$ cat src/design/la_cfg_pkg.sv
`default_nettype none

package la_cfg_pkg;

  // trigger condition on the monitored channel
  // codes above MODE_ANY fire on the first eligible sample
  typedef enum logic [2:0] {
    MODE_LOW  = 3'd0,
    MODE_HIGH = 3'd1,
    MODE_RISE = 3'd2,
    MODE_FALL = 3'd3,
    MODE_ANY  = 3'd4
  } trig_mode_e;

  // index of the channel that is watched for the trigger
  typedef logic [2:0] chan_sel_t;

  // sample period is div_value+1 clock cycles
  typedef logic [15:0] div_t;

  // number of samples kept ahead of the trigger sample
  typedef logic [9:0] pre_cnt_t;

endpackage

`default_nettype wire
$ cat src/design/sample_rate_gen.sv
`timescale 1ns/1ps
`default_nettype none

module sample_rate_gen (
  input  wire logic              iSysClk,
  input  wire logic              arst_n,
  input  wire logic              arm,
  input  wire la_cfg_pkg::div_t  div_value,
  output logic                   sample_tick
);

  la_cfg_pkg::div_t cnt_q;
  logic             tick_q;

  // down-counter, reloads from div_value at zero
  // held at div_value while disarmed so the first strobe
  // comes div_value+1 cycles after arm rises
  always_ff @(posedge iSysClk or negedge arst_n) begin
    if (!arst_n) begin
      cnt_q  <= '0;
      tick_q <= 1'b0;
    end else if (!arm) begin
      cnt_q  <= div_value;
      tick_q <= 1'b0;
    end else if (cnt_q == '0) begin
      cnt_q  <= div_value;
      tick_q <= 1'b1;
    end else begin
      cnt_q  <= cnt_q - 1'b1;
      tick_q <= 1'b0;
    end
  end

  assign sample_tick = tick_q;

endmodule

`default_nettype wire

$ cat config.mk
export PLATFORM = sky130hd
export DESIGN_NAME = sample_rate_gen
export DESIGN_NICKNAME = d
export VERILOG_FILES = /design/src/design/la_cfg_pkg.sv /design/src/design/sample_rate_gen.sv
export SDC_FILE = /design/constraint.sdc
export NUM_CORES = 1
export LEC_CHECK = 0
export ABC_AREA = 1
export BUFFER_PORTS_ARGS = -buffer_cell sky130_fd_sc_hd__buf_2
export CORE_ASPECT_RATIO = 1.25
export CORE_UTILIZATION = 60
export CTS_BUF_LIST = sky130_fd_sc_hd__clkbuf_8
export CTS_CLUSTER_SIZE = 25
export DETAILED_ROUTE_END_ITERATION = 16
export HOLD_SLACK_MARGIN = 0.03
export PLACE_DENSITY = 0.84
export SYNTH_ARGS = -nofsm -noshare
export SYNTH_HDL_FRONTEND = slang
export SYNTH_SLANG_ARGS = --single-unit
$ cat constraint.sdc
create_clock -name iSysClk -period 2.5 [get_ports iSysClk]
set_input_delay 0.5 -clock iSysClk [delete_from_list [all_inputs] [get_ports iSysClk]]
set_output_delay 0.5 -clock iSysClk [all_outputs]
set_load 0.02 [all_outputs]
## Word level (Yosys, flattened, before mapping)

Index checks and enable logic that the tools add are counted.

- Add/sub/neg operators: 1
- Reduce and logical (&&, ||, !) cells: 1
- Muxes and demuxes: 4

Operator list:

| operator | number |
|---|---|
| 2-to-1 mux 16 bit | 2 |
| logical NOT 16 bit | 1 |
| subtractor 16 x 1 -> 16 bit (second input constant) | 1 |
| 2-to-1 mux 1 bit | 2 |

- Bits of input ports: 19
- Bits in registers: 17
- Output and inout port bits: 1

## Longest topological paths before layout

- Depth after elaboration: 3
- Gate-level depth with buffers: 9
- Gate-level depth less buffers: 9

## Worst setup path after synthesis

OpenSTA, ideal clock, no wires.

- Kind: register -> register
- Start point: reg cnt_q[0]
- End point: reg cnt_q[0]
- Path buffers: 1
- Setup slack: 1.047 ns
- Cell stages (with the launch flop): 9
- Setup time: 0.127 ns
- Data arrival time: 1.326 ns
- Cell sequence: dfrtp_1 inv_1 ha_1 nand2_1 nor2_1 nand3_4 nand2_4 buf_8 o21ai_0

- Longest elaborated chain between the ends: 3
- Elaborated cells between the ends (all ways): 4
- Classes of those cells: add/sub (1); mux (2); reduce/logical (1)

Ends and longest elaborated chain:

| item | RTL line | text |
|---|---|---|
| start, declared | sample_rate_gen.sv:12 | `la_cfg_pkg::div_t cnt_q;` |
| start signal, assigned | sample_rate_gen.sv:23 | `cnt_q <= div_value;` |
| start signal, assigned | sample_rate_gen.sv:26 | `cnt_q <= div_value;` |
| start signal, assigned | sample_rate_gen.sv:29 | `cnt_q <= cnt_q - 1'b1;` |
| subtractor 16 x 1 -> 16 bit or logical NOT 16 bit (tied branches) | sample_rate_gen.sv:29, sample_rate_gen.sv:25 |  |
| 2-to-1 mux 16 bit * | sample_rate_gen.sv:25 | `end else if (cnt_q == '0) begin` |
| 2-to-1 mux 16 bit * | sample_rate_gen.sv:22 | `end else if (!arm) begin` |

Every way passes the cells marked *; elsewhere a longest branch is shown, timed or not.

## Worst setup path after layout

- Start point: reg cnt_q[0]
- End point: reg cnt_q[15]

Same word-level chain as after synthesis.

==> flow_summary_export.csv <==
group,metric,value,unit
floorplanning,core_area,0.001829,mm²
synth,synthesis.nets,205,
sta,final-setup-viol-count,0,
synth,ys_warn_count,0,
sta,fmax,610.5,MHz
sta,drv_slew,0,
drt,drt_iter0_drc,33,
drt,drc,0,
power_and_ir_drop,total_power,715.0,µW
finish,diodes,0,
placement,place_area,0.001306,mm²
sta,skew,0.004363,ns
run,maxCapViolations,0,
finish,area_growth,12.14,%
placement,dp_hpwl,2027,µm
sta,worst_slew_pin_slew,0.3707,ns
placement,portBuffers,19,
sta,hold_viol,0,
sta,maxSlewHeadroom,75.28,%
clock_tree,htree_num_levels,1,
synth,synth_cell_types,21,
clock_tree,clk_path_buf_depth,2,
setup_path,start_kind,"flip-flop",
worst_hold_path,hold_class,"in -> async",
setup_path,worstPathArrival,1.79,ns
sta,period_share,65.52,%
finish,fin_util,73.94,%
power_and_ir_drop,p_leak,0.7144,nW
clock_tree,cts_hold_buf,0,
drt,wl_per_cell,11.65,µm
setup_path,critPathKind,"reg -> reg",
sta,rsz0062_at_grt,"false",
setup_path,required,2.65,ns
grt,antenna_found_initial,0,
setup_path,worstSetupEndpointType,"flip-flop",
drt,vias,1166,
synth,synth_area,0.001206,mm²
grt,overflow,0,
clock_tree,cts_tree,"yes",
floorplanning,dieHeight,52.13,µm
grt,grt_max_degree,19,
clock_tree,root_buffer,"clkbuf_8",
clock_tree,cts_buffers,3,
sta,period_needed,1.638,ns
floorplanning,rows,17,
drt,ant_nets,0,
floorplanning,die_x,42.10,µm
synth,ys_seq_elements,17,
power_and_ir_drop,ir_worst_vdd,442.7,µV
grt,grt_usage,27.85,%
synth,avgSynthCellArea,6.555,µm²
drt,dr.pass1.iters,4,
floorplanning,ios,20,
synth,synthArstFlopShare,100.0,%
synth,synth_cells,184,
clock_tree,clkTransAtPathRegs,0.07,ns
clock_tree,cts_post_setup_buffers_inserted,0,
clock_tree,clock-sinks,17,
floorplanning,start_util,65.94,%
placement,gp_congestion,0.8999,
power_and_ir_drop,power.density,528.6,mW/mm²
synth,ys_seq_area_share,35.27,%
floorplanning,dieArea,0.002195,mm²
outcome,status,"completed",
grt,grt_pass1_wl,4629,µm
finish,nFillCells,154,
finish,drive_gt1_share,17.56,%
drt,finalWirelength,2609,µm
setup_path,ff2ff_setup_slack,0.86,ns
synth,synth_ff_type,"dfrtp_1",
finish,stdcell_area,0.001353,mm²
clock_tree,clk_latency,0.25,ns
finish,nNetsFinal,227,
grt,grt_pass1_vias,1122,
setup_path,cp_max_fo,18,
synth,synth-edff-count,0,
sta,finalSetupTns,0,ns
drt,via_per_inst,5.205,
clock_tree,ctsResizeCount,0,
[metrics by stage]
| stage | instances | setup slack (ns) | hold slack (ns) |
|---|---|---|---|
| after floorplan | 184 | 1.047 | 0.2044 |
| after global placement | 220 | 0.9476 | 0.4359 |
| after detailed placement | 220 | 0.8640 | 0.4395 |
| after CTS | 224 | 0.8535 | 0.1669 |
| after global routing | 224 | 0.7001 | 0.1874 |
| final | 224 | 0.8621 | 0.1510 |
[placed cells by master, fill, tap and decap left out, types with 2 or more instances in the layout]
master,count
nand3_1,13
o21bai_1,2
nor2_2,8
nor2_1,28
xor2_1,3
a21oi_1,5
nand2_2,2
clkbuf_8,3
buf_2,19
o21ai_0,4
ha_1,2
nand2_1,67
dfrtp_1,17
inv_1,22
nand3b_1,2
xnor2_1,2
[cells in the mapped netlist (all sizes together) (2+ instances only)]
cell	count	area share [%]
nor2	37	14
o21ai	4	1.7
ha	2	2.1
nand3	14	6.8
nand3b	2	1.2
dfrtp	17	35
xor2	3	2.2
xnor2	2	1.5
inv	22	6.8
nand2	70	23
o21bai	2	1.2
a21oi	5	2.1
[logic make-up after synthesis]
| group | after synthesis | synth area share [%] |
|---|---|---|
| xor gates and xnor gates | 5 | 3.631 |
| buffers and inverters | 24 | 8.402 |
| and+or+nand+nor | 125 | 45.64 |
| DFF | 17 | 35.27 |
| AOI/OAI and AO/OA | 11 | 4.979 |
| adders and majority gates | 2 | 2.074 |
[worst paths after layout]
| path | end | startpoint | depth (start not counted) |
|---|---|---|---|
| setup / recovery | cnt_q[15] | cnt_q[0] | 9 |
| hold / removal | cnt_q[4] | arst_n | 1 |
| setup reg to reg | cnt_q[15] | cnt_q[0] | 9 |
| hold reg to reg | cnt_q[0] | cnt_q[0] | 1 |
| max in group asynchronous | cnt_q[1] | arst_n | 1 |
| min in group iSysClk | cnt_q[9] | div_value[9] | 3 |
[per-layer routing]
layer	up-vias	GRT usage, %	wire length, µm
met2	34	48.96	1283
met5	-	0	0
li1	605	-	-
met3	8	4.167	114
met4	0	9.896	48
met1	519	34.81	1164
[layout make-up]
type                       count  area [µm²]  share of cell area [%]
clock buffer                   3       41.29                   3.053
clock inverter                 1       5.005                  0.3700
inverter                      22       82.58                   6.105
multi-input combinational    143       679.4                   50.23
sequential                    17       425.4                   31.45
tap                           19       23.77                   1.758
timing repair buffer          19       95.09                   7.031
[flip-flops by register name, summed over array words and instances (netlist names)]
register and cells:
sample_tick 1, cnt_q 16
[critical path, cell delays in order, from the launching register on]
cell     delay, ns
dfrtp_1       0.40
inv_1         0.14
ha_1          0.21
nand2_1       0.06
nor2_1        0.16
nand3_4       0.16
nand2_4       0.20
inv_1         0.08
nand2_1       0.07
nand2_1       0.05
[report_power, final]
part,internal [mW],switching (mW),total (mW),leakage [nW]
sequential,0.304,0.0315,0.335,0.201
combinational,0.0648,0.109,0.173,0.488
clock,0.111,0.0956,0.206,0.0255
total,0.479,0.236,0.715,0.714
Power figures use the tool's default switching activity.
