### config.mk
export PLATFORM = sky130hd
export DESIGN_NAME = readout_seq_flat
export DESIGN_NICKNAME = d
export VERILOG_FILES = /design/src/design/la_data_pkg.sv /design/src/design/capture_if.sv /design/src/design/readout_seq.sv /design/src/flat_wrapper.sv
export SDC_FILE = /design/constraint.sdc
export NUM_CORES = 1
export LEC_CHECK = 0
export BUFFER_PORTS_ARGS = -buffer_cell sky130_fd_sc_hd__buf_2
export CAP_MARGIN = 20
export CORE_MARGIN = 2
export CORE_UTILIZATION = 57
export DETAILED_ROUTE_END_ITERATION = 8
export PLACE_DENSITY = 0.84
export SLEW_MARGIN = 20
export SYNTH_ARGS = -nofsm -noshare
export SYNTH_HDL_FRONTEND = slang
export SYNTH_SLANG_ARGS = --single-unit
### constraint.sdc
create_clock -name iSysClk -period 4.81 [get_ports iSysClk]
set_clock_uncertainty 0.15 [all_clocks]
set_input_delay 0.481 -clock iSysClk [delete_from_list [all_inputs] [get_ports iSysClk]]
set_output_delay 0.481 -clock iSysClk [all_outputs]
set_load 0.05 [all_outputs]
### src/design/la_data_pkg.sv
`default_nettype none

package la_data_pkg;

  // one word of channel levels, width must equal CHN_NUM
  typedef logic [7:0] sample_t;

  // capture buffer address, only the low ADDR_W bits are used
  typedef logic [9:0] addr_t;

endpackage

`default_nettype wire

### src/design/capture_if.sv
`timescale 1ns/1ps
`default_nettype none

interface capture_if;

  // memory write port
  logic                 wr_en;
  la_data_pkg::addr_t   wr_addr;
  la_data_pkg::sample_t wr_data;

  // end of capture, start_addr points at the oldest sample
  logic                 capture_done;
  la_data_pkg::addr_t   start_addr;

  modport ctrl (
    output wr_en,
    output wr_addr,
    output wr_data,
    output capture_done,
    output start_addr
  );

  modport mem (
    input wr_en,
    input wr_addr,
    input wr_data
  );

  modport rd (
    input capture_done,
    input start_addr
  );

endinterface

`default_nettype wire

### src/design/readout_seq.sv
`timescale 1ns/1ps
`default_nettype none

module readout_seq #(
  parameter int CHN_NUM = 8,
  parameter int ADDR_W  = 10
) (
  input  wire logic                 iSysClk,
  input  wire logic                 arst_n,
  capture_if.rd                     cap,
  output logic                      rd_en,
  output la_data_pkg::addr_t        rd_addr,
  input  wire la_data_pkg::sample_t rd_data,
  output la_data_pkg::sample_t      out_data,
  output logic                      out_valid,
  output logic                      out_last,
  input  wire logic                 out_ready
);

  localparam la_data_pkg::addr_t ADDR_MASK = la_data_pkg::addr_t'(2**ADDR_W - 1);
  localparam la_data_pkg::addr_t LAST_WORD = la_data_pkg::addr_t'(2**ADDR_W - 1);

  typedef enum logic [1:0] {
    ST_IDLE,
    ST_FETCH,
    ST_HOLD
  } state_e;

  state_e             state_q;
  la_data_pkg::addr_t addr_q;
  la_data_pkg::addr_t word_cnt;
  logic               rd_pend;
  logic               valid_q;
  logic               last_q;
  logic [CHN_NUM-1:0] data_q;

  always_ff @(posedge iSysClk or negedge arst_n) begin
    if (!arst_n) begin
      state_q  <= ST_IDLE;
      addr_q   <= '0;
      word_cnt <= '0;
      rd_pend  <= 1'b0;
      valid_q  <= 1'b0;
      last_q   <= 1'b0;
    end else begin
      case (state_q)
        ST_IDLE: begin
          if (cap.capture_done) begin
            addr_q   <= cap.start_addr;
            word_cnt <= '0;
            state_q  <= ST_FETCH;
          end
        end
        ST_FETCH: begin
          // read issued this cycle
          rd_pend <= 1'b1;
          state_q <= ST_HOLD;
        end
        ST_HOLD: begin
          if (rd_pend) begin
            rd_pend <= 1'b0;
            valid_q <= 1'b1;
            last_q  <= (word_cnt == LAST_WORD);
          end else if (valid_q && out_ready) begin
            valid_q <= 1'b0;
            last_q  <= 1'b0;
            if (last_q) begin
              state_q <= ST_IDLE;
            end else begin
              addr_q   <= (addr_q + 1'b1) & ADDR_MASK;
              word_cnt <= word_cnt + 1'b1;
              state_q  <= ST_FETCH;
            end
          end
        end
        default: begin
          state_q <= ST_IDLE;
        end
      endcase
    end
  end

  // output word, held until the transfer
  always_ff @(posedge iSysClk) begin
    if (state_q == ST_HOLD && rd_pend)
      data_q <= rd_data[CHN_NUM-1:0];
  end

  assign rd_en     = (state_q == ST_FETCH);
  assign rd_addr   = addr_q;
  assign out_data  = la_data_pkg::sample_t'(data_q);
  assign out_valid = valid_q;
  assign out_last  = last_q;

endmodule

`default_nettype wire

### src/flat_wrapper.sv
// flat-port wrapper written by rule: the top's interface ports become plain ports
module readout_seq_flat 
#(
  parameter int CHN_NUM = 8,
  parameter int ADDR_W  = 10
)
  (iSysClk, arst_n, rd_en, rd_addr, rd_data, out_data, out_valid, out_last, out_ready, cap_capture_done, cap_start_addr);
  capture_if cap_i ();
  input  wire logic iSysClk;
  input  wire logic arst_n;
  output logic rd_en;
  output la_data_pkg::addr_t rd_addr;
  input  wire la_data_pkg::sample_t rd_data;
  output la_data_pkg::sample_t out_data;
  output logic out_valid;
  output logic out_last;
  input  wire logic out_ready;
  input wire logic [$bits(cap_i.capture_done)-1:0] cap_capture_done;
  input wire logic [$bits(cap_i.start_addr)-1:0] cap_start_addr;
  assign cap_i.capture_done = cap_capture_done;
  assign cap_i.start_addr = cap_start_addr;
  readout_seq #(.CHN_NUM(CHN_NUM), .ADDR_W(ADDR_W)) u_core (.iSysClk(iSysClk), .arst_n(arst_n), .cap(cap_i), .rd_en(rd_en), .rd_addr(rd_addr), .rd_data(rd_data), .out_data(out_data), .out_valid(out_valid), .out_last(out_last), .out_ready(out_ready));
endmodule
After elaboration in Yosys (flattened, before gate mapping):

Index checks and enable logic that the tools add are counted.

* register bits: 33
* word-level logic and storage cells: 44
* bits of input ports: 22

* equal/unequal tests: 7
* reduce and logical (&&, ||, !) cells: 9
* muxes and demuxes: 19
* $add $sub $neg: 2

Operators with widths (number)
* 10-bit 2-to-1 mux: 8
* 10-bit one-hot mux with 2 select lines: 2
* 10-bit by 1-bit adder with 10-bit output (second input constant): 2
* 10-bit equality test (second input constant): 1
* 2-bit 2-to-1 mux: 3
* 2-bit inequality test (second input constant): 3
* 2-bit one-hot mux with 3 select lines: 1
* 2-bit nonzero test: 3
* 5-bit AND reduction: 1
* 1-bit 2-to-1 mux: 4
* 3-bit AND reduction: 1
* 2-bit by 1-bit equality test with 1-bit output (second input constant): 1
* 2-bit equality test (second input constant): 1
* 1-bit logical AND: 2
* 2-bit zero test: 1
* 2-bit by 1-bit inequality test with 1-bit output (second input constant): 1
* 1-bit one-hot mux with 2 select lines: 1
* 2-bit AND reduction: 1

Longest topological paths before layout:

* depth after elaboration: 5
* mapped depth: 9

Worst setup path before layout:

No wires, ideal clock.

* path type: reg-to-reg
* from: reg u_core.addr_q[0], in the netlist u_core.rd_addr[0]
* to: reg u_core.addr_q[8], in the netlist u_core.rd_addr[8]
* library setup time: 0.131 ns
* cell stages (with the launch flop): 7
* path buffers: 1
* setup slack: 2.689 ns
* data required time: 4.529 ns
* arrival time: 1.840 ns
* clock period less this slack: 2.121 ns
* cells stage by stage: dfrtp_1 ha_1 and3_1 clkbuf_1 nand4_1 and3_1 or3_1

* longest elaborated chain between the ends: 5

RTL lines
* start: declaration: line readout_seq.sv:30 `la_data_pkg::addr_t addr_q;`
* start signal: assignment: line readout_seq.sv:49 `addr_q <= cap.start_addr;`
* start signal: assignment: line readout_seq.sv:70 `addr_q <= (addr_q + 1'b1) & ADDR_MASK;`
* 10-bit by 1-bit adder with 10-bit output: line readout_seq.sv:70
* 10-bit 2-to-1 mux: line readout_seq.sv:67 `if (last_q) begin`
* 10-bit 2-to-1 mux: line readout_seq.sv:64 `end else if (valid_q && out_ready) begin`
* 10-bit 2-to-1 mux: line readout_seq.sv:60 `if (rd_pend) begin`
* 10-bit one-hot mux with 2 select lines: line readout_seq.sv:46 `case (state_q)`

No other way between the ends. The select of a mux whose other input is x is not followed.
A chain may end at the register's enable or synchronous reset.

Final worst setup path:

* from: reg u_core.state_q[0]
* to: reg u_core.word_cnt[9]

* longest elaborated chain between the ends: 3
* elaborated cells between the ends (all ways): 9
* those cells by class: 5 x eq/ne; 1 x mux; 3 x reduce/logical

RTL lines
* start: declaration: line readout_seq.sv:29 `state_e state_q;`
* start signal: assignment: line readout_seq.sv:39 `state_q <= ST_IDLE;`
* start signal: assignment: line readout_seq.sv:51 `state_q <= ST_FETCH;`
* start signal: assignment: line readout_seq.sv:57 `state_q <= ST_HOLD;`
* 2-bit equality test / 2-bit zero test (equally long branches): line readout_seq.sv:46
* 2-bit inequality test (no source line), or another cell as far along
* 5-bit AND reduction (no source line)
* end signal: assignment: line readout_seq.sv:71 `word_cnt <= word_cnt + 1'b1;`
* end: declaration: line readout_seq.sv:31 `la_data_pkg::addr_t word_cnt;`

Parallel ways exist; a longest one is shown, timed or not.

==> impl_metrics.ini <==
[place]
placed_cells = 263
port_buffers = 42
post_dp_cell_area_um2 = 2050
hpwlAfterDp_mm = 2.62
routabilityCongestion = 0.840
dp_worst_setup_slack_ns = 1.73

[cts]
clock_latency_ns = 0.34
cts_tree = built
clockBufferDepth = 2
clock-sinks = 33
cts_buffers = 5
cts_root_buf = clkbuf_4
cts_setup_buffers = 0
clkTransAtPathRegs_ns = 0.11
htreeDepth = 2

[power_and_ir_drop]
power_leakage_nw = 0.913
finalPower_mw = 1.45
ir_worst_vdd_v = 0.000349
p_per_area_nw_per_um2 = 686

[sta]
slew_violations = 0
finalCriticalPeriod_ns = 3.08
setup_violations = 0
setup_slack_ns = 1.73
relSlewSlack_pct = 44.2
finalCritPeriodShare_pct = 64.0
hold_viol_final = 0
worst_slew_pin_slew_ns = 0.838
fmax_mhz = 325
rsz0062_at_grt = no
tns_ns = 0

[finish]
layout_commonest_cell = buf_2
nets = 256
fillers = 260
drive_gt1_share_pct = 25.4
num_antenna_cells = 0
final_cell_mix = 42 x buf_2, 25 x dfrtp_1, 23 x nand2_1
stdcell_count = 272
post-route-cell-area_um2 = 2110
area_growth_pct = 15.6

[die]
ios = 43
core_area_um2 = 3050
die_area_um2 = 3670
start_util_pct = 59.8
core.rowCount = 20
die_y_um = 60.6
fp.dieW_um = 60.6

[routing]
route.met3.wl_um = 229
top_layer = met4
wl_met1_mm = 1.65
ant_nets = 0
viasPerCell = 5.83
vias = 1586
drcViolationCount = 0
drt-initial-drc-count = 48
wl_met2_mm = 1.82
dr.pass1.iters = 4
avgRoutedWirePerCell_um = 13.8
wl_mm = 3.75

[synth]
ys_seq_area_share_pct = 47.4
synth_ff_type = dfrtp_1
ys_types = 41
syn_area_um2 = 1830
synth_nets = 215
synth-async-reset-ratio_pct = 75.8
yosysWarnings = 0
synth_edf_count = 8
syn_avg_cell_area_um2 = 9.81
ys_seq_elements = 33
syn-instance-count = 186

[global_routing]
global_route.overflow_total = 0
antenna_found_initial = 0
grt_pass1_wl_mm = 6.16
grt_max_degree = 26
grtUsageTotal_pct = 22.7
grt_pass1_vias = 1441

[critical_path]
cp_max_fo = 24
worstSetupStartpointType = flip-flop
arrival_ns = 3.15
cp_cell_sequence = inv_1 > ha_1 > clkinv_1 > o2111ai_2 > or3_1 > o311ai_2
cp_slowest_cell = o2111ai_2
required_ns = 4.88
startpoint = u_core.state_q[0]
slowest_delay_ns = 0.81
end_kind = flip-flop
reg2reg_from = u_core.state_q[0]
crit_type = flip-flop to flip-flop

[job]
cap_violations = 0

[min_path]
min_from = rd_data[0]
min_path_type = input pin to flip-flop

[outcome]
status = finished, final reports clean
-- registers in the layout, indices dropped and copies added (netlist names) --
name              flops
u_core.rd_addr       10
u_core.rd_pend        1
u_core.word_cnt      10
u_core.out_valid      1
u_core.out_data       8
u_core.state_q        2
u_core.out_last       1
-- metrics by stage --
stage / utilization, % / hold WS (ns)
detailed placement: 67.0 / 0.368
global route: 69.1 / 0.145
finish: 69.1 / 0.165
CTS: 69.1 / 0.151
floorplan: - / 0.0354
global placement: 67.0 / 0.361
-- timing repair --
item	CTS	global route
hold endpoints to repair	25	0
resized for setup	0	0
hold buffers	1	0
setup endpoints to repair	0	0
-- cells by family after synthesis --
group                    share of synthesized area, %
multiplexers                                     2.95
adder cells (fa/ha/maj)                          4.80
buffers and inverters                            3.91
AND/OR/NAND/NOR                                  27.8
flip-flops                                       47.4
AO/OA/AOI/OAI                                    13.2
-- power by group --
group / switching, mW / internal, mW
registers: 0.124 / 0.399
clock network: 0.0992 / 0.0550
logic: 0.534 / 0.237
total: 0.757 / 0.691
-- cell usage after synthesis, types with 3 or more instances --
| cell | instances | area share (%) |
|---|---|---|
| a21oi_1 | 5 | 1.4 |
| and2_1 | 4 | 1.4 |
| clkbuf_1 | 4 | 0.82 |
| nor2_1 | 4 | 0.82 |
| mux2_2 | 3 | 1.9 |
| edfxtp_1 | 8 | 13 |
| o21ai_0 | 8 | 2.2 |
| inv_1 | 6 | 1.2 |
| or3_1 | 4 | 1.4 |
| nand2_1 | 23 | 4.7 |
| o211ai_1 | 3 | 1.2 |
| and3_1 | 5 | 1.7 |
| ha_1 | 7 | 4.8 |
| nand3_1 | 20 | 5.5 |
| and4_1 | 4 | 1.9 |
| nand4_1 | 8 | 2.7 |
| nand2b_1 | 4 | 1.4 |
| dfrtp_1 | 25 | 34 |
| nor3_1 | 7 | 1.9 |
| or4_1 | 7 | 2.9 |
-- final timing paths --
kind	cells after the start	endpoint	slack [ns]
min in group asynchronous	2	u_core.rd_addr[5]	0.52
hold / removal	1	u_core.out_data[0]	0.16
max in group asynchronous	2	u_core.rd_pend	3.60
setup reg to reg	6	u_core.word_cnt[9]	1.73
setup / recovery	6	u_core.word_cnt[9]	1.73
hold reg to reg	1	u_core.rd_addr[0]	0.40
-- routing by layer --
metal / track usage (%) / vias to the layer above
met2: 38.4 / 54
met1: 28.1 / 748
met5: 0 / -
li1: - / 778
met4: 9.01 / 0
met3: 5.12 / 6
-- worst max-delay path: cells and delay by family (launching register included) --
family          cells  cell delay, ns
flops               1            0.42
fa+ha+maj           1            0.68
compound gates      2            0.89
simple gates        1            0.23
buf+inv             2            0.58
-- cell type report --
type	instances	area (um2)	area share (%)
clock buffers	5	37.5	1.78
clock inverters	3	17.5	0.830
inverters	7	26.3	1.24
multi-input cells	137	888	42.1
flip-flops and latches	33	866	41.0
well taps	44	55.1	2.61
repair buffers	43	220	10.4
Note: power is estimated with default switching activity, not from simulation.
