## config.mk

```make
export PLATFORM = sky130hd
export DESIGN_NAME = trigger_capture_ctrl_flat
export DESIGN_NICKNAME = d
export VERILOG_FILES = /design/src/design/la_data_pkg.sv /design/src/design/la_cfg_pkg.sv /design/src/design/capture_if.sv /design/src/design/trigger_capture_ctrl.sv /design/src/flat_wrapper.sv
export SDC_FILE = /design/constraint.sdc
export NUM_CORES = 1
export LEC_CHECK = 0
export BUFFER_PORTS_ARGS = -buffer_cell sky130_fd_sc_hd__buf_2
export CORE_MARGIN = 5
export CORE_UTILIZATION = 50
export CTS_CLUSTER_SIZE = 28
export DETAILED_ROUTE_END_ITERATION = 8
export PLACE_DENSITY = 0.75
export SYNTH_ARGS = -nofsm -noshare
export SYNTH_HDL_FRONTEND = slang
export SYNTH_SLANG_ARGS = --single-unit
```

## constraint.sdc

```tcl
create_clock -name iSysClk -period 2.6 [get_ports iSysClk]
set_input_delay 0.13 -clock iSysClk [delete_from_list [all_inputs] [get_ports iSysClk]]
set_output_delay 0.13 -clock iSysClk [all_outputs]
set_load 0.02 [all_outputs]
```

## src/design/la_data_pkg.sv

```systemverilog
`default_nettype none

package la_data_pkg;

  // one word of channel levels, width must equal CHN_NUM
  typedef logic [7:0] sample_t;

  // capture buffer address, only the low ADDR_W bits are used
  typedef logic [9:0] addr_t;

endpackage

`default_nettype wire

```

## src/design/la_cfg_pkg.sv

```systemverilog
`default_nettype none

package la_cfg_pkg;

  // trigger condition on the monitored channel
  // codes above MODE_ANY fire on the first eligible sample
  typedef enum logic [2:0] {
    MODE_LOW  = 3'd0,
    MODE_HIGH = 3'd1,
    MODE_RISE = 3'd2,
    MODE_FALL = 3'd3,
    MODE_ANY  = 3'd4
  } trig_mode_e;

  // index of the channel that is watched for the trigger
  typedef logic [2:0] chan_sel_t;

  // sample period is div_value+1 clock cycles
  typedef logic [15:0] div_t;

  // number of samples kept ahead of the trigger sample
  typedef logic [9:0] pre_cnt_t;

endpackage

`default_nettype wire
```

## src/design/capture_if.sv

```systemverilog
`timescale 1ns/1ps
`default_nettype none

interface capture_if;

  // memory write port
  logic                 wr_en;
  la_data_pkg::addr_t   wr_addr;
  la_data_pkg::sample_t wr_data;

  // end of capture, start_addr points at the oldest sample
  logic                 capture_done;
  la_data_pkg::addr_t   start_addr;

  modport ctrl (
    output wr_en,
    output wr_addr,
    output wr_data,
    output capture_done,
    output start_addr
  );

  modport mem (
    input wr_en,
    input wr_addr,
    input wr_data
  );

  modport rd (
    input capture_done,
    input start_addr
  );

endinterface

`default_nettype wire

```

## src/design/trigger_capture_ctrl.sv

```systemverilog
`timescale 1ns/1ps
`default_nettype none

module trigger_capture_ctrl #(
  parameter int CHN_NUM = 8,
  parameter int ADDR_W  = 10
) (
  input  wire logic                   iSysClk,
  input  wire logic                   arst_n,
  input  wire logic                   arm,
  input  wire logic                   sample_tick,
  input  wire la_cfg_pkg::trig_mode_e trig_mode,
  input  wire la_cfg_pkg::chan_sel_t  chan_sel,
  input  wire la_cfg_pkg::pre_cnt_t   pre_num,
  input  wire la_data_pkg::sample_t   chan_in,
  capture_if.ctrl                     cap
);

  localparam la_data_pkg::addr_t   ADDR_MASK = la_data_pkg::addr_t'(2**ADDR_W - 1);
  localparam la_cfg_pkg::pre_cnt_t LAST_IDX  = la_cfg_pkg::pre_cnt_t'(2**ADDR_W - 1);

  typedef enum logic [2:0] {
    ST_IDLE,
    ST_PREFILL,
    ST_WAIT_TRIG,
    ST_POST,
    ST_DONE
  } state_e;

  state_e               state_q;
  state_e               state_d;
  la_data_pkg::sample_t sample_q;
  la_data_pkg::sample_t prev_q;
  logic                 have_prev;
  logic                 wr_en_q;
  la_data_pkg::addr_t   wr_addr_q;
  la_data_pkg::addr_t   addr_next;
  la_cfg_pkg::pre_cnt_t smp_cnt;
  la_cfg_pkg::pre_cnt_t post_len;
  logic                 done_q;
  la_data_pkg::addr_t   start_q;
  logic                 writing_d;
  logic                 trig_hit;
  logic [CHN_NUM-1:0]   cur_v;
  logic [CHN_NUM-1:0]   edge_mask;
  logic [CHN_NUM-1:0]   rise_v;
  logic [CHN_NUM-1:0]   fall_v;
  logic [CHN_NUM-1:0]   any_v;
  logic [CHN_NUM-1:0]   trig_v;

  // sampled stream, prev_q is the word from the previous strobe
  always_ff @(posedge iSysClk) begin
    if (sample_tick) begin
      sample_q <= chan_in;
      prev_q   <= sample_q;
    end
  end

  // no edge on the very first written sample
  assign cur_v     = sample_q[CHN_NUM-1:0];
  assign edge_mask = {CHN_NUM{have_prev}};
  assign rise_v    = cur_v & ~prev_q[CHN_NUM-1:0] & edge_mask;
  assign fall_v    = ~cur_v & prev_q[CHN_NUM-1:0] & edge_mask;
  assign any_v     = (cur_v ^ prev_q[CHN_NUM-1:0]) & edge_mask;

  always_comb begin
    case (trig_mode)
      la_cfg_pkg::MODE_LOW:  trig_v = ~cur_v;
      la_cfg_pkg::MODE_HIGH: trig_v = cur_v;
      la_cfg_pkg::MODE_RISE: trig_v = rise_v;
      la_cfg_pkg::MODE_FALL: trig_v = fall_v;
      la_cfg_pkg::MODE_ANY:  trig_v = any_v;
      default:               trig_v = '1;
    endcase
  end

  assign trig_hit  = trig_v[chan_sel];
  assign post_len  = LAST_IDX - pre_num;
  assign addr_next = (wr_addr_q + 1'b1) & ADDR_MASK;

  always_comb begin
    state_d = state_q;
    if (!arm) begin
      state_d = ST_IDLE;
    end else begin
      case (state_q)
        ST_IDLE: begin
          state_d = (pre_num == '0) ? ST_WAIT_TRIG : ST_PREFILL;
        end
        ST_PREFILL: begin
          if (wr_en_q && (smp_cnt + 1'b1 == pre_num))
            state_d = ST_WAIT_TRIG;
        end
        ST_WAIT_TRIG: begin
          // trigger sample is written now, post_len more follow
          if (wr_en_q && trig_hit)
            state_d = (post_len == '0) ? ST_DONE : ST_POST;
        end
        ST_POST: begin
          if (wr_en_q && smp_cnt == la_cfg_pkg::pre_cnt_t'(1))
            state_d = ST_DONE;
        end
        default: begin
          state_d = state_q;
        end
      endcase
    end
  end

  // a strobe only becomes a write if the next state still captures
  assign writing_d = state_d inside {ST_PREFILL, ST_WAIT_TRIG, ST_POST};

  always_ff @(posedge iSysClk or negedge arst_n) begin
    if (!arst_n) begin
      state_q   <= ST_IDLE;
      wr_en_q   <= 1'b0;
      wr_addr_q <= '0;
      smp_cnt   <= '0;
      have_prev <= 1'b0;
      done_q    <= 1'b0;
      start_q   <= '0;
    end else begin
      state_q <= state_d;
      wr_en_q <= sample_tick & writing_d;
      done_q  <= (state_d == ST_DONE) && (state_q != ST_DONE);
      if (state_q == ST_IDLE) begin
        wr_addr_q <= '0;
        smp_cnt   <= '0;
        have_prev <= 1'b0;
      end else if (wr_en_q) begin
        wr_addr_q <= addr_next;
        have_prev <= 1'b1;
        if (state_q == ST_PREFILL)
          smp_cnt <= smp_cnt + 1'b1;
        else if (state_q == ST_WAIT_TRIG && trig_hit)
          smp_cnt <= post_len;
        else if (state_q == ST_POST)
          smp_cnt <= smp_cnt - 1'b1;
      end
      // oldest sample is the slot after the final write
      if (state_d == ST_DONE && state_q != ST_DONE)
        start_q <= addr_next;
    end
  end

  assign cap.wr_en        = wr_en_q;
  assign cap.wr_addr      = wr_addr_q;
  assign cap.wr_data      = sample_q;
  assign cap.capture_done = done_q;
  assign cap.start_addr   = start_q;

endmodule

`default_nettype wire

```

## src/flat_wrapper.sv

```systemverilog
// flat-port wrapper written by rule: the top's interface ports become plain ports
module trigger_capture_ctrl_flat 
#(
  parameter int CHN_NUM = 8,
  parameter int ADDR_W  = 10
)
  (iSysClk, arst_n, arm, sample_tick, trig_mode, chan_sel, pre_num, chan_in, cap_wr_en, cap_wr_addr, cap_wr_data, cap_capture_done, cap_start_addr);
  capture_if cap_i ();
  input  wire logic iSysClk;
  input  wire logic arst_n;
  input  wire logic arm;
  input  wire logic sample_tick;
  input  wire la_cfg_pkg::trig_mode_e trig_mode;
  input  wire la_cfg_pkg::chan_sel_t chan_sel;
  input  wire la_cfg_pkg::pre_cnt_t pre_num;
  input  wire la_data_pkg::sample_t chan_in;
  output wire logic [$bits(cap_i.wr_en)-1:0] cap_wr_en;
  output wire logic [$bits(cap_i.wr_addr)-1:0] cap_wr_addr;
  output wire logic [$bits(cap_i.wr_data)-1:0] cap_wr_data;
  output wire logic [$bits(cap_i.capture_done)-1:0] cap_capture_done;
  output wire logic [$bits(cap_i.start_addr)-1:0] cap_start_addr;
  assign cap_wr_en = cap_i.wr_en;
  assign cap_wr_addr = cap_i.wr_addr;
  assign cap_wr_data = cap_i.wr_data;
  assign cap_capture_done = cap_i.capture_done;
  assign cap_start_addr = cap_i.start_addr;
  trigger_capture_ctrl #(.CHN_NUM(CHN_NUM), .ADDR_W(ADDR_W)) u_core (.iSysClk(iSysClk), .arst_n(arst_n), .arm(arm), .sample_tick(sample_tick), .trig_mode(trig_mode), .chan_sel(chan_sel), .pre_num(pre_num), .chan_in(chan_in), .cap(cap_i));
endmodule
```

== Word-level counts from Yosys, hierarchy flattened ==
Cells that the tools add are included.

* Bits of input ports: 28
* Flip-flop bits (word level): 52
* Latch bits: 0
* Bits in read-only memories: 0
* Word-level logic and storage cells: 69
* RAM bits: 0
* Memories kept: 0

* Reduce and logical (&&, ||, !) cells: 13
* Div/mod/pow operators: 0
* $mul: 0
* Bitwise gates (word level): 9
* Magnitude comparators: 1
* Eq/ne operators: 14
* Mux-type cells: 19
* $add $sub $neg: 4
* Shifts and indexed selects: 0

{| class="wikitable"
|+ Operators by type and width
! cell !! count
|-
| 2-to-1 mux 10 bit || 7
|-
| bitwise AND 8 bit || 5
|-
| case mux 8 bit (5 select lines) || 1
|-
| adder 10 x 1 -> 10 bit (second input constant) || 2
|-
| logical NOT 10 bit || 2
|-
| == test 3 x 2 -> 1 bit (second input constant) || 6
|-
| inverter 8 bit || 2
|-
| 2-to-1 mux 3 bit || 5
|-
| case mux 3 bit (4 select lines) || 1
|-
| == test 10 x 1 -> 1 bit (second input constant) || 1
|-
| == test 10 bit || 1
|-
| subtractor 10 x 1 -> 10 bit (second input constant) || 1
|-
| subtractor 10 bit (first input constant) || 1
|-
| == test 3 x 1 -> 1 bit (second input constant) || 3
|-
| bitwise XOR 8 bit || 1
|-
| == test 3 bit (second input constant) || 2
|-
| logical NOT 3 bit || 2
|-
| logical AND 1 bit || 5
|-
| less-than comparator 3 x 4 -> 1 bit (second input constant) || 1
|-
| nonzero test 4 bit || 1
|-
| binary-select mux 1 bit (select 3 bit) || 1
|-
| 2-to-1 mux 1 bit || 3
|-
| != test 3 bit (second input constant) || 1
|-
| nonzero test 3 bit || 1
|-
| 4 further kinds || 4
|}

== Depth between registers and ports, before layout ==
* Word-level depth: 13
* Gate-level depth with buffers: 12
* Depth with buffers taken out: 11

== Least setup slack after synthesis ==
OpenSTA, ideal clock, no wires.

* Path kind: flip-flop to flip-flop
* From: register u_core.sample_q[1] (netlist: u_core.cap.wr_data[1])
* To: register u_core.start_q[1] (netlist: u_core.cap.start_addr[1])
* Setup slack: -0.005 ns
* Setup time: 0.125 ns
* Buffers on the path: 1
* Arrival time: 2.479 ns
* Cell stages (with the launch flop): 12
* Clock period less this slack: 2.605 ns
* Data required time: 2.475 ns
* Cell sequence: edfxtp_1 inv_1 ha_1 o22ai_2 o311ai_1 a32o_1 o211ai_2 nand4_1 o21ai_2 nand3_2 buf_6 mux2_4

* Word-level cells in the longest chain between the ends: 12
* Elaborated cells on any way between the ends: 16

{| class="wikitable"
|+ RTL lines
! item !! RTL line !! RTL
|-
| from (decl) || trigger_capture_ctrl.sv:32 || <nowiki>la_data_pkg::sample_t sample_q;</nowiki>
|-
| from (signal assigned) || trigger_capture_ctrl.sv:54 || <nowiki>sample_q <= chan_in;</nowiki>
|-
| inverter 8 bit || trigger_capture_ctrl.sv:63, trigger_capture_ctrl.sv:68 ||
|-
| bitwise AND 8 bit (2 in a row) || trigger_capture_ctrl.sv:63 || <nowiki>assign fall_v = ~cur_v & prev_q[CHN_NUM-1:0] & edge_mask;</nowiki>
|-
| case mux 8 bit (5 select lines) * || trigger_capture_ctrl.sv:67 || <nowiki>case (trig_mode)</nowiki>
|-
| binary-select mux 1 bit (select 3 bit) * || trigger_capture_ctrl.sv:77 || <nowiki>assign trig_hit = trig_v[chan_sel];</nowiki>
|-
| 2-to-1 mux 1 bit (implied by the code) * || trigger_capture_ctrl.sv:77 ||
|-
| logical AND 1 bit * || trigger_capture_ctrl.sv:96 || <nowiki>if (wr_en_q && trig_hit)</nowiki>
|-
| 2-to-1 mux 3 bit * || trigger_capture_ctrl.sv:96 ||
|-
| case mux 3 bit (4 select lines) * || trigger_capture_ctrl.sv:86 || <nowiki>case (state_q)</nowiki>
|-
| 2-to-1 mux 3 bit * || trigger_capture_ctrl.sv:83 || <nowiki>if (!arm) begin</nowiki>
|-
| == test 3 bit * || trigger_capture_ctrl.sv:141 || <nowiki>if (state_d == ST_DONE && state_q != ST_DONE)</nowiki>
|-
| logical AND 1 bit * || trigger_capture_ctrl.sv:141 ||
|-
| to (signal assigned) || trigger_capture_ctrl.sv:142 || <nowiki>start_q <= addr_next;</nowiki>
|-
| to (decl) || trigger_capture_ctrl.sv:41 || <nowiki>la_data_pkg::addr_t start_q;</nowiki>
|}

Mark *: on every way between the ends. The rest lies on a longest branch, timed or not. The select of a mux whose other input is x is not followed.
A chain may end at the register's enable or synchronous reset.

== Worst setup path after layout ==
* From: register u_core.prev_q[5]
* To: register u_core.smp_cnt[6]

* Word-level cells in the longest chain between the ends: 11
* Elaborated cells on any way between the ends: 17

{| class="wikitable"
|+ RTL lines
! item !! RTL line !! RTL
|-
| from (decl) || trigger_capture_ctrl.sv:33 || <nowiki>la_data_pkg::sample_t prev_q;</nowiki>
|-
| from (signal assigned) || trigger_capture_ctrl.sv:55 || <nowiki>prev_q <= sample_q;</nowiki>
|-
| inverter 8 bit || trigger_capture_ctrl.sv:62 || <nowiki>assign rise_v = cur_v & ~prev_q[CHN_NUM-1:0] & edge_mask;</nowiki>
|-
| bitwise AND 8 bit (2 in a row) || trigger_capture_ctrl.sv:62 ||
|-
| case mux 8 bit (5 select lines) * || trigger_capture_ctrl.sv:67 ||
|-
| binary-select mux 1 bit (select 3 bit) * || trigger_capture_ctrl.sv:77 ||
|-
| 2-to-1 mux 1 bit (implied by the code) * || trigger_capture_ctrl.sv:77 ||
|-
| logical AND 1 bit * || trigger_capture_ctrl.sv:135 || <nowiki>else if (state_q == ST_WAIT_TRIG && trig_hit)</nowiki>
|-
| 2-to-1 mux 10 bit || trigger_capture_ctrl.sv:135 ||
|-
| 2-to-1 mux 10 bit || trigger_capture_ctrl.sv:133 || <nowiki>if (state_q == ST_PREFILL)</nowiki>
|-
| 2-to-1 mux 10 bit || trigger_capture_ctrl.sv:130 || <nowiki>end else if (wr_en_q) begin</nowiki>
|-
| 2-to-1 mux 10 bit || trigger_capture_ctrl.sv:126 || <nowiki>if (state_q == ST_IDLE) begin</nowiki>
|-
| to (signal assigned) || trigger_capture_ctrl.sv:134 || <nowiki>smp_cnt <= smp_cnt + 1'b1;</nowiki>
|-
| to (signal assigned) || trigger_capture_ctrl.sv:136 || <nowiki>smp_cnt <= post_len;</nowiki>
|-
| to (signal assigned) || trigger_capture_ctrl.sv:138 || <nowiki>smp_cnt <= smp_cnt - 1'b1;</nowiki>
|-
| to (decl) || trigger_capture_ctrl.sv:38 || <nowiki>la_cfg_pkg::pre_cnt_t smp_cnt;</nowiki>
|}

Marked as above.

==> reports/metrics.csv <==
metric,value,unit
status,"complete, but fails checks",
violations,negative setup slack,
synth_cells,386,
switching_share,0.302,
slew_viol_final,0,
rsz0062_at_grt,true,
antenna_found_initial,0,
drive_gt1_frac,0.309,
grt_pass1_vias,3104,
start_kind,flop,
slew_headroom,0.373,
setup_tns,-0.649,ns
ioPinCount,58,
p_per_area,381,nW/µm²
power.leakage,0.00224,µW
fin_worst_skew,0.0133,ns
track_usage,0.202,
clk_latency,0.32,ns
stdcell_count,578,
dieHeight,95.4,µm
port_buffers,57,
intPower,1250,µW
worst-slew-pin-transition,0.937,ns
switchingPower,540,µW
dp_hpwl,6710,µm
syn_avg_cell_area,9.44,µm²
fp.dieArea,9090,µm²
numCtsBuffers,5,
irDropWorstVdd,212,µV
core,7180,µm²
numClockSinks,52,
ys_seq_area_frac,0.379,
syn_area,3640,µm²
netlist_top_cells_area,"dfrtp_1 25%, edfxtp_1 13%, ha_1 6.9%",
wirelength,9730,µm
synth-adder-area-share,0.0687,
synth-simple-area-share,0.181,
maxCapViolCount,0,
path_clk_slew,0.11,ns
fin_nets,526,
area.growth.synth_to_final,28.7,%
synth_most_common_cell,dfrtp_1,
netlist.area_leader.share,0.247,
htree_num_levels,2,
synth_fp_nets,434,
fill_cells,550,
initial_utilization,0.508,
root_buffer,clkbuf_8,
drt_iter0_drc,228,
synth_top_family_by_area,simple AND/OR/NAND/NOR gates,
synth_cell_type_count,57,
p_clk_frac,0.277,
placedCellCount,546,
synth-edff-count,16,
combPwrFrac,0.220,
muxShareOfSynthArea,0.0557,
cp_max_fo,7,
drc,0,
synthArstFlopShare,0.692,
tritoncts,built,
antenna_left,0,
fmax,0.374,GHz
yosys_warnings,0,
crit_arrival,2.88,ns
die_w,95.4,µm
diodes,0,
dr_total_vias,3311,
routabilityCongestion,1.03,
cp_data_required_time,2.80,ns
pwr-share-seq,0.503,
grt_pass1_wl,14600,µm
synth_commonest_cells,"36 x dfrtp_1, 32 x inv_1, 31 x nand2_1",
ys_ff_latch,52,
synth_compound_area_frac,0.146,
finalHoldViolCount,0,
crit_type,flop to flop,
cts_max_path_buffers,2,
finalSetupViolCount,11,
fin_ws,-0.0763,ns
synth_ff_type,dfrtp_1,
avgViaCountPerCell,5.73,
grt_max_degree,37,
hp-class,primary input to flop,
num_rows,31,
grt-ovfl-total,0,
avgRoutedWirePerCell,16.8,µm
synth_top_cell_by_area,dfrtp_1,
finalCritPeriodShare,1.03,
drtPass1Iterations,5,
worstSetupEndpointType,flop,
synth-xor-area-share,0.106,
layout_min_cycle_time,2.68,ns
placed cells by master, fill, tap and decap left out, types with 3 or more instances in the layout:
cell	count
nand4_1	10
mux2i_1	4
o21ai_1	5
clkbuf_8	5
o311ai_1	5
dfrtp_1	36
edfxtp_1	16
nor2_1	27
o311a_1	3
nor2b_1	13
nand3_1	12
buf_4	37
nor4_1	5
o22ai_1	7
buf_2	57
mux2_4	9
inv_1	31
dlygate4sd3_1	9
nand2_1	30
a31oi_4	4
nor3_1	4
xnor2_1	21
and3_1	7
a21oi_1	9
o22ai_2	3
ha_1	17
or2_2	3
a31oi_1	3
xor2_1	23
o21ai_0	8
sequential cells by signal, summed over array words and instances (netlist names):
name and cells:
u_core.smp_cnt 10, u_core.cap.wr_addr 10, u_core.cap.capture_done 1, u_core.prev_q 8
u_core.cap.start_addr 10, u_core.state_q 3, u_core.cap.wr_en 1, u_core.cap.wr_data 8
u_core.have_prev 1
what timing repair did:
action                                  CTS  global route
pin swaps                                 1            15
hold buffers                              9             0
endpoints found under the hold margin    44             0
buffers inserted                          3            11
endpoints found under the setup margin   19            20
cloned                                    0             1
resized for setup                         3            29
logic make-up after synthesis:
logic type / count (synthesis)
flip-flops: 52
AND/OR/NAND/NOR: 127
buffers and inverters: 54
adder cells (fa/ha/maj): 20
AO/OA/AOI/OAI: 73
XOR/XNOR: 44
multiplexers: 16
path summary, 6_finish.rpt:
| kind | to | slack [ns] | cells after the start | start |
|---|---|---|---|---|
| min in group asynchronous | u_core.smp_cnt[7] | 0.44 | 2 | arst_n |
| worst min register to register | u_core.cap.start_addr[2] | 0.52 | 1 | u_core.cap.start_addr[2] |
| worst min-delay path | u_core.state_q[1] | 0.09 | 3 | arm |
| worst max register to register | u_core.smp_cnt[6] | -0.08 | 11 | u_core.prev_q[5] |
| max in group asynchronous | u_core.have_prev | 1.64 | 2 | arst_n |
| worst max-delay path | u_core.smp_cnt[6] | -0.08 | 11 | u_core.prev_q[5] |
power by group through the flow:
stage / sequential (µW) / combinational, µW / clock [µW]
floorplan: 926 / 168 / 0
global placement: 912 / 310 / 0
detailed placement: 913 / 319 / 0
CTS: 896 / 340 / 509
global route: 902 / 425 / 540
finish: 898 / 393 / 495
area by class of cell:
class	count	area (µm²)	area share
Tap cell	99	124	0.0264
Timing Repair Buffer	107	729	0.156
Sequential cell	52	1380	0.295
Multi-Input combinational cell	280	2240	0.478
Inverter	32	120	0.0256
Clock inverter	3	25.0	0.00534
Clock buffer	5	68.8	0.0147
metrics by stage:
| step | util | hold WS, ns | area [µm²] | worst slack, ns | power, µW |
|---|---|---|---|---|---|
| 6_report | 0.653 | 0.0948 | 4690 | -0.0763 | 1790 |
| 5_1_grt | 0.653 | 0.0998 | 4690 | -0.162 | 1870 |
| 4_1_cts | 0.609 | 0.0800 | 4370 | 0.00812 | 1740 |
| 3_5_place_dp | 0.578 | 0.262 | 4150 | -0.269 | 1230 |
| 3_3_place_gp | 0.578 | 0.267 | 4150 | -0.164 | 1220 |
| 2_1_floorplan | - | -0.166 | 3640 | 0.00982 | 1090 |
metal layers:
| metal | share of wire | wire length, µm | global-route usage | vias to the layer above |
|---|---|---|---|---|
| li1 | - | - | - | 1550 |
| met1 | 0.42 | 4130 | 0.262 | 1603 |
| met2 | 0.50 | 4910 | 0.342 | 136 |
| met3 | 0.051 | 493 | 0.0324 | 22 |
| met4 | 0.020 | 195 | 0.0697 | 0 |
| met5 | 0 | 0 | 0 | - |
critical path, cell delays in order, from the launching register on:
cell and delay (ns):
edfxtp_1 0.43, ha_1 0.33, o22ai_2 0.17, o311ai_1 0.13
a32o_1 0.26, o211ai_2 0.23, buf_4 0.18, nand3_4 0.15
buf_4 0.21, a2bb2oi_4 0.14, a31oi_1 0.24, o22ai_1 0.10
No activity file was read; power rests on OpenSTA's default activity.
